$ cat src/logic/io_config.svh
//////////////////////////////////////////////////////////////////////
// I/O subsystem configuration
// Core, thread and register bank sizes shared by every block
//////////////////////////////////////////////////////////////////////

`ifndef IO_CONFIG_SVH
`define IO_CONFIG_SVH

// Hardware threads per core
`define THREADS_PER_CORE 4

// Cores sharing the register bank
`define NUM_CORES 2

// Registers in the memory-mapped bank
`define NUM_IO_REGS 16

// Width of addresses and data values
`define DATA_WIDTH 32

`endif
$ cat src/logic/io_pkg.sv
//////////////////////////////////////////////////////////////////////
// I/O subsystem types
// Shared vector typedefs and the arbiter state encoding
//////////////////////////////////////////////////////////////////////

`default_nettype none

`include "io_config.svh"

package io_pkg;

	// Address or data word
	typedef logic [`DATA_WIDTH-1:0] scalar_t;

	// Thread number within one core
	typedef logic [$clog2(`THREADS_PER_CORE)-1:0] thread_idx_t;

	// Core number
	typedef logic [$clog2(`NUM_CORES)-1:0] core_id_t;

	// One bit per thread
	typedef logic [`THREADS_PER_CORE-1:0] thread_bitmap_t;

	// Index into the register bank
	typedef logic [$clog2(`NUM_IO_REGS)-1:0] reg_idx_t;

	// APB master sequencing
	typedef enum logic [1:0] {
		ARB_IDLE,
		ARB_SETUP,
		ARB_ACCESS,
		ARB_RESPOND
	} arb_state_t;

endpackage

`default_nettype wire

$ cat src/logic/io_subsystem.sv
//////////////////////////////////////////////////////////////////////
// I/O subsystem top level
// Two core queues, the arbiter and the register bank
//////////////////////////////////////////////////////////////////////

`timescale 1ns/10ps
`default_nettype none

`include "io_config.svh"

module io_subsystem
	import io_pkg::*;
	(
	input wire clk,
	input wire reset,

	// Core 0
	input wire c0_io_read_en,
	input wire c0_io_write_en,
	input wire thread_idx_t c0_io_thread_idx,
	input wire scalar_t c0_io_addr,
	input wire scalar_t c0_io_write_value,
	output scalar_t c0_read_value,
	output logic c0_rollback_en,
	output thread_bitmap_t c0_wake_bitmap,

	// Core 1
	input wire c1_io_read_en,
	input wire c1_io_write_en,
	input wire thread_idx_t c1_io_thread_idx,
	input wire scalar_t c1_io_addr,
	input wire scalar_t c1_io_write_value,
	output scalar_t c1_read_value,
	output logic c1_rollback_en,
	output thread_bitmap_t c1_wake_bitmap
	);

	// Queue requests
	logic c0_req_valid;
	logic c0_req_is_store;
	scalar_t c0_req_addr;
	scalar_t c0_req_value;
	thread_idx_t c0_req_thread_idx;
	logic c0_req_ready;
	logic c1_req_valid;
	logic c1_req_is_store;
	scalar_t c1_req_addr;
	scalar_t c1_req_value;
	thread_idx_t c1_req_thread_idx;
	logic c1_req_ready;

	// Shared response
	logic rsp_valid;
	core_id_t rsp_core;
	thread_idx_t rsp_thread_idx;
	scalar_t rsp_read_value;

	// APB
	logic psel;
	logic penable;
	logic pwrite;
	scalar_t paddr;
	scalar_t pwdata;
	scalar_t prdata;
	logic pready;

	io_request_queue #(.CORE_ID(core_id_t'(0))) core0_queue(
		.clk(clk),
		.reset(reset),
		.io_read_en(c0_io_read_en),
		.io_write_en(c0_io_write_en),
		.io_thread_idx(c0_io_thread_idx),
		.io_addr(c0_io_addr),
		.io_write_value(c0_io_write_value),
		.read_value(c0_read_value),
		.rollback_en(c0_rollback_en),
		.wake_bitmap(c0_wake_bitmap),
		.req_valid(c0_req_valid),
		.req_is_store(c0_req_is_store),
		.req_addr(c0_req_addr),
		.req_value(c0_req_value),
		.req_thread_idx(c0_req_thread_idx),
		.req_ready(c0_req_ready),
		.rsp_valid(rsp_valid),
		.rsp_core(rsp_core),
		.rsp_thread_idx(rsp_thread_idx),
		.rsp_read_value(rsp_read_value));

	io_request_queue #(.CORE_ID(core_id_t'(1))) core1_queue(
		.clk(clk),
		.reset(reset),
		.io_read_en(c1_io_read_en),
		.io_write_en(c1_io_write_en),
		.io_thread_idx(c1_io_thread_idx),
		.io_addr(c1_io_addr),
		.io_write_value(c1_io_write_value),
		.read_value(c1_read_value),
		.rollback_en(c1_rollback_en),
		.wake_bitmap(c1_wake_bitmap),
		.req_valid(c1_req_valid),
		.req_is_store(c1_req_is_store),
		.req_addr(c1_req_addr),
		.req_value(c1_req_value),
		.req_thread_idx(c1_req_thread_idx),
		.req_ready(c1_req_ready),
		.rsp_valid(rsp_valid),
		.rsp_core(rsp_core),
		.rsp_thread_idx(rsp_thread_idx),
		.rsp_read_value(rsp_read_value));

	io_arbiter arbiter(
		.clk(clk),
		.reset(reset),
		.c0_req_valid(c0_req_valid),
		.c0_req_is_store(c0_req_is_store),
		.c0_req_addr(c0_req_addr),
		.c0_req_value(c0_req_value),
		.c0_req_thread_idx(c0_req_thread_idx),
		.c0_req_ready(c0_req_ready),
		.c1_req_valid(c1_req_valid),
		.c1_req_is_store(c1_req_is_store),
		.c1_req_addr(c1_req_addr),
		.c1_req_value(c1_req_value),
		.c1_req_thread_idx(c1_req_thread_idx),
		.c1_req_ready(c1_req_ready),
		.rsp_valid(rsp_valid),
		.rsp_core(rsp_core),
		.rsp_thread_idx(rsp_thread_idx),
		.rsp_read_value(rsp_read_value),
		.psel(psel),
		.penable(penable),
		.pwrite(pwrite),
		.paddr(paddr),
		.pwdata(pwdata),
		.prdata(prdata),
		.pready(pready));

	io_register_file register_bank(
		.clk(clk),
		.reset(reset),
		.psel(psel),
		.penable(penable),
		.pwrite(pwrite),
		.paddr(paddr),
		.pwdata(pwdata),
		.prdata(prdata),
		.pready(pready));

endmodule

`default_nettype wire

$ cat src/logic/io_register_file.sv
//////////////////////////////////////////////////////////////////////
// Register bank on APB
// Read/write registers, one wait state on every transfer
//////////////////////////////////////////////////////////////////////

`timescale 1ns/10ps
`default_nettype none

`include "io_config.svh"

module io_register_file
	import io_pkg::*;
	(
	input wire clk,
	input wire reset,

	// APB slave
	input wire psel,
	input wire penable,
	input wire pwrite,
	input wire scalar_t paddr,
	input wire scalar_t pwdata,
	output scalar_t prdata,
	output logic pready
	);

	scalar_t regs[`NUM_IO_REGS];
	reg_idx_t reg_idx;
	logic wait_done;
	logic access;
	logic complete;

	// Word index from bits 5:2, the rest of the address is ignored
	assign reg_idx = paddr[2 +: $bits(reg_idx_t)];

	assign access = psel && penable;
	// Second access cycle finishes the transfer
	assign complete = access && wait_done;

	assign pready = complete;
	assign prdata = complete ? regs[reg_idx] : '0;

	always_ff @(posedge clk, posedge reset)
	begin
		if (reset)
		begin
			wait_done <= 1'b0;
			for (int i = 0; i < `NUM_IO_REGS; i++)
				regs[i] <= '0;
		end
		else
		begin
			// First access cycle is the wait state
			if (complete)
				wait_done <= 1'b0;
			else if (access)
				wait_done <= 1'b1;

			if (complete && pwrite)
				regs[reg_idx] <= pwdata;
		end
	end

endmodule

`default_nettype wire

$ cat src/logic/io_arbiter.sv
//////////////////////////////////////////////////////////////////////
// I/O arbiter
// Picks one core request at a time and runs it as an APB transfer
//////////////////////////////////////////////////////////////////////

`timescale 1ns/10ps
`default_nettype none

`include "io_config.svh"

module io_arbiter
	import io_pkg::*;
	(
	input wire clk,
	input wire reset,

	// Core 0 queue
	input wire c0_req_valid,
	input wire c0_req_is_store,
	input wire scalar_t c0_req_addr,
	input wire scalar_t c0_req_value,
	input wire thread_idx_t c0_req_thread_idx,
	output logic c0_req_ready,

	// Core 1 queue
	input wire c1_req_valid,
	input wire c1_req_is_store,
	input wire scalar_t c1_req_addr,
	input wire scalar_t c1_req_value,
	input wire thread_idx_t c1_req_thread_idx,
	output logic c1_req_ready,

	// Response broadcast to both queues
	output logic rsp_valid,
	output core_id_t rsp_core,
	output thread_idx_t rsp_thread_idx,
	output scalar_t rsp_read_value,

	// APB master
	output logic psel,
	output logic penable,
	output logic pwrite,
	output scalar_t paddr,
	output scalar_t pwdata,
	input wire scalar_t prdata,
	input wire pready
	);

	arb_state_t state;
	core_id_t last_served;
	core_id_t grant_core;
	logic grant_valid;
	logic take;

	// Request held for the whole transfer
	core_id_t cur_core;
	thread_idx_t cur_thread;
	logic cur_is_store;
	scalar_t cur_addr;
	scalar_t cur_value;
	scalar_t cur_rdata;

	// Core grant, the one not served last wins a tie
	always_comb
	begin
		grant_valid = c0_req_valid | c1_req_valid;
		if (c0_req_valid && c1_req_valid)
			grant_core = ~last_served;
		else if (c1_req_valid)
			grant_core = core_id_t'(1);
		else
			grant_core = core_id_t'(0);
	end

	// Ready goes only to the granted core, and only when idle
	assign c0_req_ready = (state == ARB_IDLE) && (grant_core == core_id_t'(0));
	assign c1_req_ready = (state == ARB_IDLE) && (grant_core == core_id_t'(1));
	assign take = (state == ARB_IDLE) && grant_valid;

	// Transfer sequencing
	always_ff @(posedge clk, posedge reset)
	begin
		if (reset)
		begin
			state <= ARB_IDLE;
			last_served <= '0;
		end
		else
		begin
			case (state)
				ARB_IDLE:
				begin
					if (take)
					begin
						state <= ARB_SETUP;
						last_served <= grant_core;
					end
				end

				ARB_SETUP:
					state <= ARB_ACCESS;

				// Slave may stretch this phase
				ARB_ACCESS:
				begin
					if (pready)
						state <= ARB_RESPOND;
				end

				ARB_RESPOND:
					state <= ARB_IDLE;

				default:
					state <= ARB_IDLE;
			endcase
		end
	end

	// Latch the granted request and the read data
	always_ff @(posedge clk)
	begin
		if (take)
		begin
			cur_core <= grant_core;
			if (grant_core == core_id_t'(1))
			begin
				cur_thread <= c1_req_thread_idx;
				cur_is_store <= c1_req_is_store;
				cur_addr <= c1_req_addr;
				cur_value <= c1_req_value;
			end
			else
			begin
				cur_thread <= c0_req_thread_idx;
				cur_is_store <= c0_req_is_store;
				cur_addr <= c0_req_addr;
				cur_value <= c0_req_value;
			end
		end

		// Stores answer with zero
		if (state == ARB_ACCESS && pready)
			cur_rdata <= cur_is_store ? '0 : prdata;
	end

	// APB outputs
	assign psel = (state == ARB_SETUP) || (state == ARB_ACCESS);
	assign penable = (state == ARB_ACCESS);
	assign pwrite = cur_is_store;
	assign paddr = cur_addr;
	assign pwdata = cur_value;

	// Tagged response, one cycle
	assign rsp_valid = (state == ARB_RESPOND);
	assign rsp_core = cur_core;
	assign rsp_thread_idx = cur_thread;
	assign rsp_read_value = cur_rdata;

endmodule

`default_nettype wire

$ cat src/logic/io_request_queue.sv
//////////////////////////////////////////////////////////////////////
// I/O request queue, one per core
// Holds one uncached request per thread, rolls back and wakes threads
//////////////////////////////////////////////////////////////////////

`timescale 1ns/10ps
`default_nettype none

`include "io_config.svh"

module io_request_queue
	import io_pkg::*;
	#(parameter core_id_t CORE_ID = 1'b0)
	(
	input wire clk,
	input wire reset,

	// From the core pipeline
	input wire io_read_en,
	input wire io_write_en,
	input wire thread_idx_t io_thread_idx,
	input wire scalar_t io_addr,
	input wire scalar_t io_write_value,

	// Back to the core pipeline
	output scalar_t read_value,
	output logic rollback_en,
	output thread_bitmap_t wake_bitmap,

	// Request offered to the arbiter
	output logic req_valid,
	output logic req_is_store,
	output scalar_t req_addr,
	output scalar_t req_value,
	output thread_idx_t req_thread_idx,
	input wire req_ready,

	// Response broadcast from the arbiter
	input wire rsp_valid,
	input wire core_id_t rsp_core,
	input wire thread_idx_t rsp_thread_idx,
	input wire scalar_t rsp_read_value
	);

	// Per-thread table, control bits
	thread_bitmap_t entry_valid;
	thread_bitmap_t entry_sent;
	// Per-thread table, payload
	thread_bitmap_t entry_is_store;
	scalar_t entry_addr[`THREADS_PER_CORE];
	scalar_t entry_value[`THREADS_PER_CORE];

	thread_bitmap_t send_request;
	thread_idx_t rr_ptr;
	thread_idx_t send_idx;
	logic send_found;
	logic send_taken;
	logic issue;
	logic first_issue;
	logic rsp_match;

	assign issue = io_read_en | io_write_en;
	// Empty entry means this is the first issue, else it is the reissue
	assign first_issue = issue && !entry_valid[io_thread_idx];

	// Entries waiting to go out to the arbiter
	assign send_request = entry_valid & ~entry_sent;

	// Round-robin pick, starting at the rotating pointer
	always_comb
	begin
		thread_idx_t cand;

		send_found = 1'b0;
		send_idx = rr_ptr;
		for (int i = 0; i < `THREADS_PER_CORE; i++)
		begin
			cand = thread_idx_t'(rr_ptr + i);
			if (!send_found && send_request[cand])
			begin
				send_found = 1'b1;
				send_idx = cand;
			end
		end
	end

	// Offer the picked entry
	assign req_valid = send_found;
	assign req_is_store = entry_is_store[send_idx];
	assign req_addr = entry_addr[send_idx];
	assign req_value = entry_value[send_idx];
	assign req_thread_idx = send_idx;
	assign send_taken = req_valid && req_ready;

	// Only responses tagged with this core count
	assign rsp_match = rsp_valid && (rsp_core == CORE_ID);

	// Wake the thread in the response cycle itself
	always_comb
	begin
		wake_bitmap = '0;
		if (rsp_match)
			wake_bitmap[rsp_thread_idx] = 1'b1;
	end

	// Control state
	always_ff @(posedge clk, posedge reset)
	begin
		if (reset)
		begin
			entry_valid <= '0;
			entry_sent <= '0;
			rollback_en <= 1'b0;
			rr_ptr <= '0;
		end
		else
		begin
			// Roll back only on the first issue
			rollback_en <= first_issue;
			if (first_issue)
			begin
				entry_valid[io_thread_idx] <= 1'b1;
				entry_sent[io_thread_idx] <= 1'b0;
			end
			else if (issue)
			begin
				// Reissue collects the result and frees the entry
				entry_valid[io_thread_idx] <= 1'b0;
			end

			// Stop offering once taken, next search starts after it
			if (send_taken)
			begin
				entry_sent[send_idx] <= 1'b1;
				rr_ptr <= send_idx + 1'b1;
			end
		end
	end

	// Payload, no reset
	always_ff @(posedge clk)
	begin
		// Value of the issuing thread, used on reissue
		read_value <= entry_value[io_thread_idx];

		if (first_issue)
		begin
			entry_is_store[io_thread_idx] <= io_write_en;
			entry_addr[io_thread_idx] <= io_addr;
			entry_value[io_thread_idx] <= io_write_value;
		end

		// Loads take the response data; stores keep the written value
		if (rsp_match && !entry_is_store[rsp_thread_idx])
			entry_value[rsp_thread_idx] <= rsp_read_value;
	end

endmodule

`default_nettype wire

$ cat config.mk
export PLATFORM = sky130hd
export DESIGN_NAME = io_subsystem
export DESIGN_NICKNAME = d
export VERILOG_FILES = /design/src/logic/io_pkg.sv /design/src/logic/io_subsystem.sv /design/src/logic/io_register_file.sv /design/src/logic/io_arbiter.sv /design/src/logic/io_request_queue.sv
export VERILOG_INCLUDE_DIRS = /design/src /design/src/logic
export SDC_FILE = /design/constraint.sdc
export NUM_CORES = 2
export LEC_CHECK = 0
export BUFFER_PORTS_ARGS = -buffer_cell sky130_fd_sc_hd__buf_2
export CELL_PAD_IN_SITES_DETAIL_PLACEMENT = 1
export CELL_PAD_IN_SITES_GLOBAL_PLACEMENT = 1
export CORE_ASPECT_RATIO = 0.9
export CORE_MARGIN = 5
export CORE_UTILIZATION = 45
export DETAILED_ROUTE_END_ITERATION = 10
export HOLD_SLACK_MARGIN = 0.1
export PLACE_DENSITY_LB_ADDON = 0.12
export SYNTH_ARGS = -nofsm -noshare
export SYNTH_HDL_FRONTEND = slang
export SYNTH_SLANG_ARGS = --single-unit
$ cat constraint.sdc
create_clock -name clk -period 22.9 [get_ports clk]
set_clock_uncertainty 0.1 [all_clocks]
set_input_delay 1.145 -clock clk [delete_from_list [all_inputs] [get_ports clk]]
set_output_delay 1.145 -clock clk [all_outputs]
set_load 0.005 [all_outputs]
---- After elaboration in Yosys (flattened, before gate mapping) ----
Memory sizes are Yosys's and may differ from the RTL's. A register that Yosys moved wholly into a read port is not among the register bits.
Cells that the tools add are included.
operators by class
  bitwise operators ....................... 22
  multiplexer cells ....................... 89
  add/sub/neg operators ................... 8
  $mul .................................... 0
  equal/unequal tests ..................... 5
  $lt $le $gt $ge ......................... 20
  divide/modulo/power cells ............... 0
  reduce and logical (&&, ||, !) cells .... 46
  shifts and indexed selects .............. 0
operators by type and width
  kind                                                               number
  bitwise mux 512 bit                                                1
  binary-select mux 32 bit (select 4 bit)                            1
  demux 32 bit (select 4 bit)                                        1
  two-way mux 32 bit                                                 4
  two-way mux 1 bit                                                  40
  two-way mux 4 bit                                                  10
  less-than comparator 2 x 3 -> 1 bit, second input constant         13
  binary-select mux 1 bit (select 2 bit)                             14
  logical AND 1 bit                                                  28
  AND 4 bit                                                          6
  two-way mux 2 bit                                                  9
  inverter 4 bit                                                     4
  bitwise OR 4 bit                                                   4
  demux 1 bit (select 2 bit)                                         5
  greater-or-equal comparator 2 x 1 -> 1 bit, second input constant  5
  logical NOT 1 bit                                                  10
  adder 2 x 1 -> 2 bit, second input constant                        4
  adder 2 bit, second input constant                                 4
  bitwise mux 4 bit                                                  2
  case mux 2 bit (4 select lines)                                    1
  two-way mux 6 bit                                                  1
  nonzero test 2 bit                                                 3
  greater-or-equal comparator 5 bit, second input constant           1
  less-than comparator 5 x 1 -> 1 bit, second input constant         1
  11 further kinds                                                   18
word-level totals
  bits in writable memories ............... 512
  memory bits (read-only) ................. 0
  input bits .............................. 138
  memories ................................ 4
  word-level logic and storage cells ...... 229
  output and inout port bits .............. 74
  latch bits .............................. 0
  flip-flop bits (word level) ............. 620
memories
  memory                   depth  bits a word  read ports  clocked after memory_dff  wr ports  RTL line                RTL
  core0_queue.entry_addr   4      32           1           0                         1         io_request_queue.sv:50  scalar_t entry_addr[`THREADS_PER_CORE];
  core0_queue.entry_value  4      32           2           1                         2         io_request_queue.sv:51  scalar_t entry_value[`THREADS_PER_CORE];
  core1_queue.entry_addr   4      32           1           0                         1         io_request_queue.sv:50
  core1_queue.entry_value  4      32           2           1                         2         io_request_queue.sv:51

---- Longest topological paths before layout ----
  word-level depth ........................ 20
  mapped depth ............................ 10

---- Hierarchy ----
Synthesis repeated with hierarchy kept, for this count alone.
unflattened totals
  cell total of the unflattened synthesis .. 3584
  area, all modules ....................... 54628.6 um^2
by module, submodules not included
  module                           area an instance (um^2)  cells an instance  seq. area each (um^2)  instances
  io_register_file                 23503.8                  1490               12837.3                1
  io_request_queue at core0_queue  13426.6                  930                8723.4                 1
  io_request_queue at core1_queue  13424.1                  931                8723.4                 1
  io_arbiter                       4274.1                   233                3078.0                 1

---- Least setup slack after synthesis ----
Ideal clock, no wire load.
  path kind ............................... input to register
  start point ............................. input port c1_io_thread_idx[1]
  end point ............................... memory core1_queue.entry_value[0][0] (netlist bit) (enable)
  data arrival time ....................... 3.216 ns
  slack ................................... 19.194 ns
  required time ........................... 22.409 ns
  library setup time ...................... 0.391 ns
  stages .................................. 4
  buffers on the path ..................... 2
  cell sequence ........................... clkbuf_1 > buf_2 > nor4_1 > or2_1
RTL lines
  item         RTL line                RTL
  from (decl)  io_subsystem.sv:30      input wire thread_idx_t c1_io_thread_idx,
  to (decl)    io_request_queue.sv:51

==> results.sh <==
export IMPL_routed_via_density=5.96
export IMPL_pwr_share_comb_pct=32.1
export IMPL_drtAntennaViolNets=0
export IMPL_syn_area_sq_mm=0.0440
export IMPL_switching_share_pct=34.4
export IMPL_hold_class="reg2reg"
export IMPL_nFillCells=8944
export IMPL_crit_arrival_ns=4.20
export IMPL_place_gp_congestion=0.774
export IMPL_critPathMaxFanout=55
export IMPL_ios=212
export IMPL_p_leak_nw=21.0
export IMPL_hpwl_mm=72.1
export IMPL_period_needed_ns=3.93
export IMPL_multi_input_area_sq_mm=0.0174
export IMPL_p_int_w=0.00421
export IMPL_max_freq_mhz=254
export IMPL_yosysWarnings=0
export IMPL_fin_nets=2889
export IMPL_worstRegToRegCells=6
export IMPL_dr_first_iter_drc_count=1427
export IMPL_synth_edf_count=368
export IMPL_cts_setup_buffers=0
export IMPL_portBuffers=155
export IMPL_tns_ns=0
export IMPL_cts_root_buffer="clkbuf_16"
export IMPL_slew_limit_headroom_pct=25.9
export IMPL_fp_dieArea_sq_mm=0.104
export IMPL_grt_pass1_wl_mm=182
export IMPL_reg2reg_slack_ns=18.97
export IMPL_antenna_found_initial=19
export IMPL_power_switching_w=0.00221
export IMPL_grt_pass1_vias=26969
export IMPL_drive_above_1_share_pct=26.0
export IMPL_synthCells=2614
export IMPL_holdWs_ns=0.382
export IMPL_core_area_sq_mm=0.0968
export IMPL_hold_viol=0
export IMPL_finalCritPeriodShare_pct=17.2
export IMPL_cts_resized_gates=0
export IMPL_die_w_microns=339
export IMPL_worst_pin_slew_ns=1.11
export IMPL_synth_top_cell_by_area="dfrtp_1"
export IMPL_p_clk_share_pct=26.2
export IMPL_status="finished clean"
export IMPL_max_cap_violations=0
export IMPL_cts_sinks=970
export IMPL_final_area_sq_mm=0.0495
export IMPL_start_util_pct=45.4
export IMPL_ys_types=50
export IMPL_synth_top_area_share_pct=30.6
export IMPL_place_inst=3899
export IMPL_drc_errors=0
export IMPL_cp_start_kind="flip-flop"
export IMPL_avgRoutedWirePerCell_microns=29.6
export IMPL_p_per_area_mw_per_mm2=130
export IMPL_synth_seq_area_share_pct=58.7
export IMPL_finalSetupViolations=0
export IMPL_cts_hold_buf=0
export IMPL_vias=24420
export IMPL_power_ir_vdd_worst_mv=0.0926
export IMPL_grt_use_total_pct=23.4
export IMPL_avgSynthCellArea_sq_um=16.8
export IMPL_grt_overflow=0
export IMPL_synth_flop_cell="dfrtp_1"
export IMPL_clk_pin_slew_worst_paths_ns=0.06
export IMPL_worstSetupEndpointType="flip-flop"
export IMPL_seq_power_share_pct=41.7
export IMPL_rows=108
export IMPL_first_pass_iters=5
export IMPL_stdcell_count=4099
export IMPL_rsz0062_at_grt="no"
export IMPL_finalMaxSlewViolations=0
export IMPL_grt_max_degree=105
export IMPL_wirelength_mm=121
export IMPL_clk_latency_ns=0.67
export IMPL_ys_ff_latch=970
export IMPL_cts_buffer_depth=3
export IMPL_placed_cell_area_sq_mm=0.0460
export IMPL_hold_depth=1
export IMPL_async_reset_ff_share_pct=55.5
export IMPL_path_class="reg2reg"
export IMPL_cp_data_required_time_ns=23.17
export IMPL_synthesis_nets=2764
export IMPL_seq_area_sq_mm=0.0258
export IMPL_mostFrequentLayoutCells="mux2_1 (686), dfrtp_1 (538), edfxtp_1 (368)"
export IMPL_cts_htree_levels=3
export IMPL_numCtsBuffers=103
export IMPL_yosys_top_cells_area="dfrtp_1 (31%), edfxtp_1 (25%), mux2_1 (18%)"
export IMPL_cts_tree="yes"
export IMPL_syn2layout_area_growth_pct=12.6
export IMPL_die_y_microns=307
export IMPL_layout_commonest_cell="mux2_1"
logic make-up (layout without fill, tap and decap cells):
logic type	after synthesis	in the layout	synth area share [%]
muxes	1144	1144	34.7
DFF	970	970	58.7
buffers and inverters	214	428	2.25
and+or+nand+nor	155	155	1.92
AOI/OAI and AO/OA	117	117	2.11
adders and majority gates	12	12	0.342
xor gates and xnor gates	2	2	0.0399
other	0	6	0
final timing paths:
kind                                           endpoint                    from
worst max-delay path                 arbiter.pwdata[31]               flip-flop
worst min-delay path             register_bank.regs[97]  register_bank.regs[97]
worst max register to register       arbiter.pwdata[31]               flip-flop
worst min register to register   register_bank.regs[97]  register_bank.regs[97]
max in group asynchronous       register_bank.regs[358]                   reset
min in group asynchronous       register_bank.regs[248]                   reset
metrics by stage:
stage,setup WS [ns],utilization [%],power (W)
after floorplan,6.62,-,0.00397
after global placement,18.29,47.6,0.00466
after detailed placement,18.22,47.6,0.00476
after CTS,18.93,51.1,0.00648
after global routing,18.76,51.1,0.00673
final,18.97,51.2,0.00642
layer usage:
metal	up-vias	share of wire (%)	track usage [%]
li1	10353	-	-
met1	13337	45	32.8
met2	575	49	39.4
met3	151	4.8	3.34
met4	4	1.8	4.92
met5	-	0.019	0
layout make-up:
class	instances	area share, %
Clock inverter	40	0.629
Tap cell	1265	3.20
Clock buffer	154	6.31
Multi-Input combinational cell	1430	35.1
Inverter	18	0.152
Timing Repair Buffer	216	2.52
Antenna cell	6	0.0303
Sequential cell	970	52.1
synthesized netlist by cell type, types with 3 or more instances:
library cell and number:
o221ai_1 37, mux2_2 84, mux4_2 226, nor2_2 3
inv_2 3, a21oi_1 7, a32o_1 3, ha_1 12
nand2b_1 17, mux2_1 686, dfrtp_1 538, o21ai_0 14
dfxtp_1 64, edfxtp_1 368, nand3_1 5, nand2_1 27
buf_2 94, nand4_1 3, buf_4 16, or2_2 3
or3_1 8, or2_1 7, o22a_1 38, a22o_1 3
buf_1 12, clkbuf_1 72, o22ai_1 3, mux2i_1 148
inv_1 15, nor3_1 10, nor2_1 26, nor2b_1 37
worst max-delay path, cell delays in order, from the launching register on:
cell,delay [ns]
dfrtp_1,0.42
nand2b_1,0.25
a31oi_1,0.21
a21oi_4,0.86
buf_4,0.92
mux2i_1,0.18
o221ai_1,0.63
sequential cells by signal, summed over array words and instances (netlist names), 2 cells and up, named ones only:
register,flops
arbiter.paddr,4
arbiter.rsp_read_value,32
core0_queue.read_value,32
core0_queue.entry_is_store,4
core1_queue.entry_is_store,4
arbiter.state,2
register_bank.regs,512
arbiter.rsp_thread_idx,2
core0_queue.entry_addr,16
core1_queue.rr_ptr,2
core0_queue.entry_sent,4
arbiter.pwdata,32
core0_queue.rr_ptr,2
core1_queue.read_value,32
core1_queue.entry_value,128
core0_queue.entry_value,128
core1_queue.entry_addr,16
core1_queue.entry_sent,4
power by group through the flow:
stage               sequential, W  clock [W]  combinational [W]
CTS                       0.00267    0.00172            0.00208
detailed placement        0.00270          0            0.00206
finish                    0.00268    0.00168            0.00206
global route              0.00273    0.00179            0.00220
floorplan                 0.00252          0            0.00145
global placement          0.00264          0            0.00203
Power figures use the tool's default switching activity.
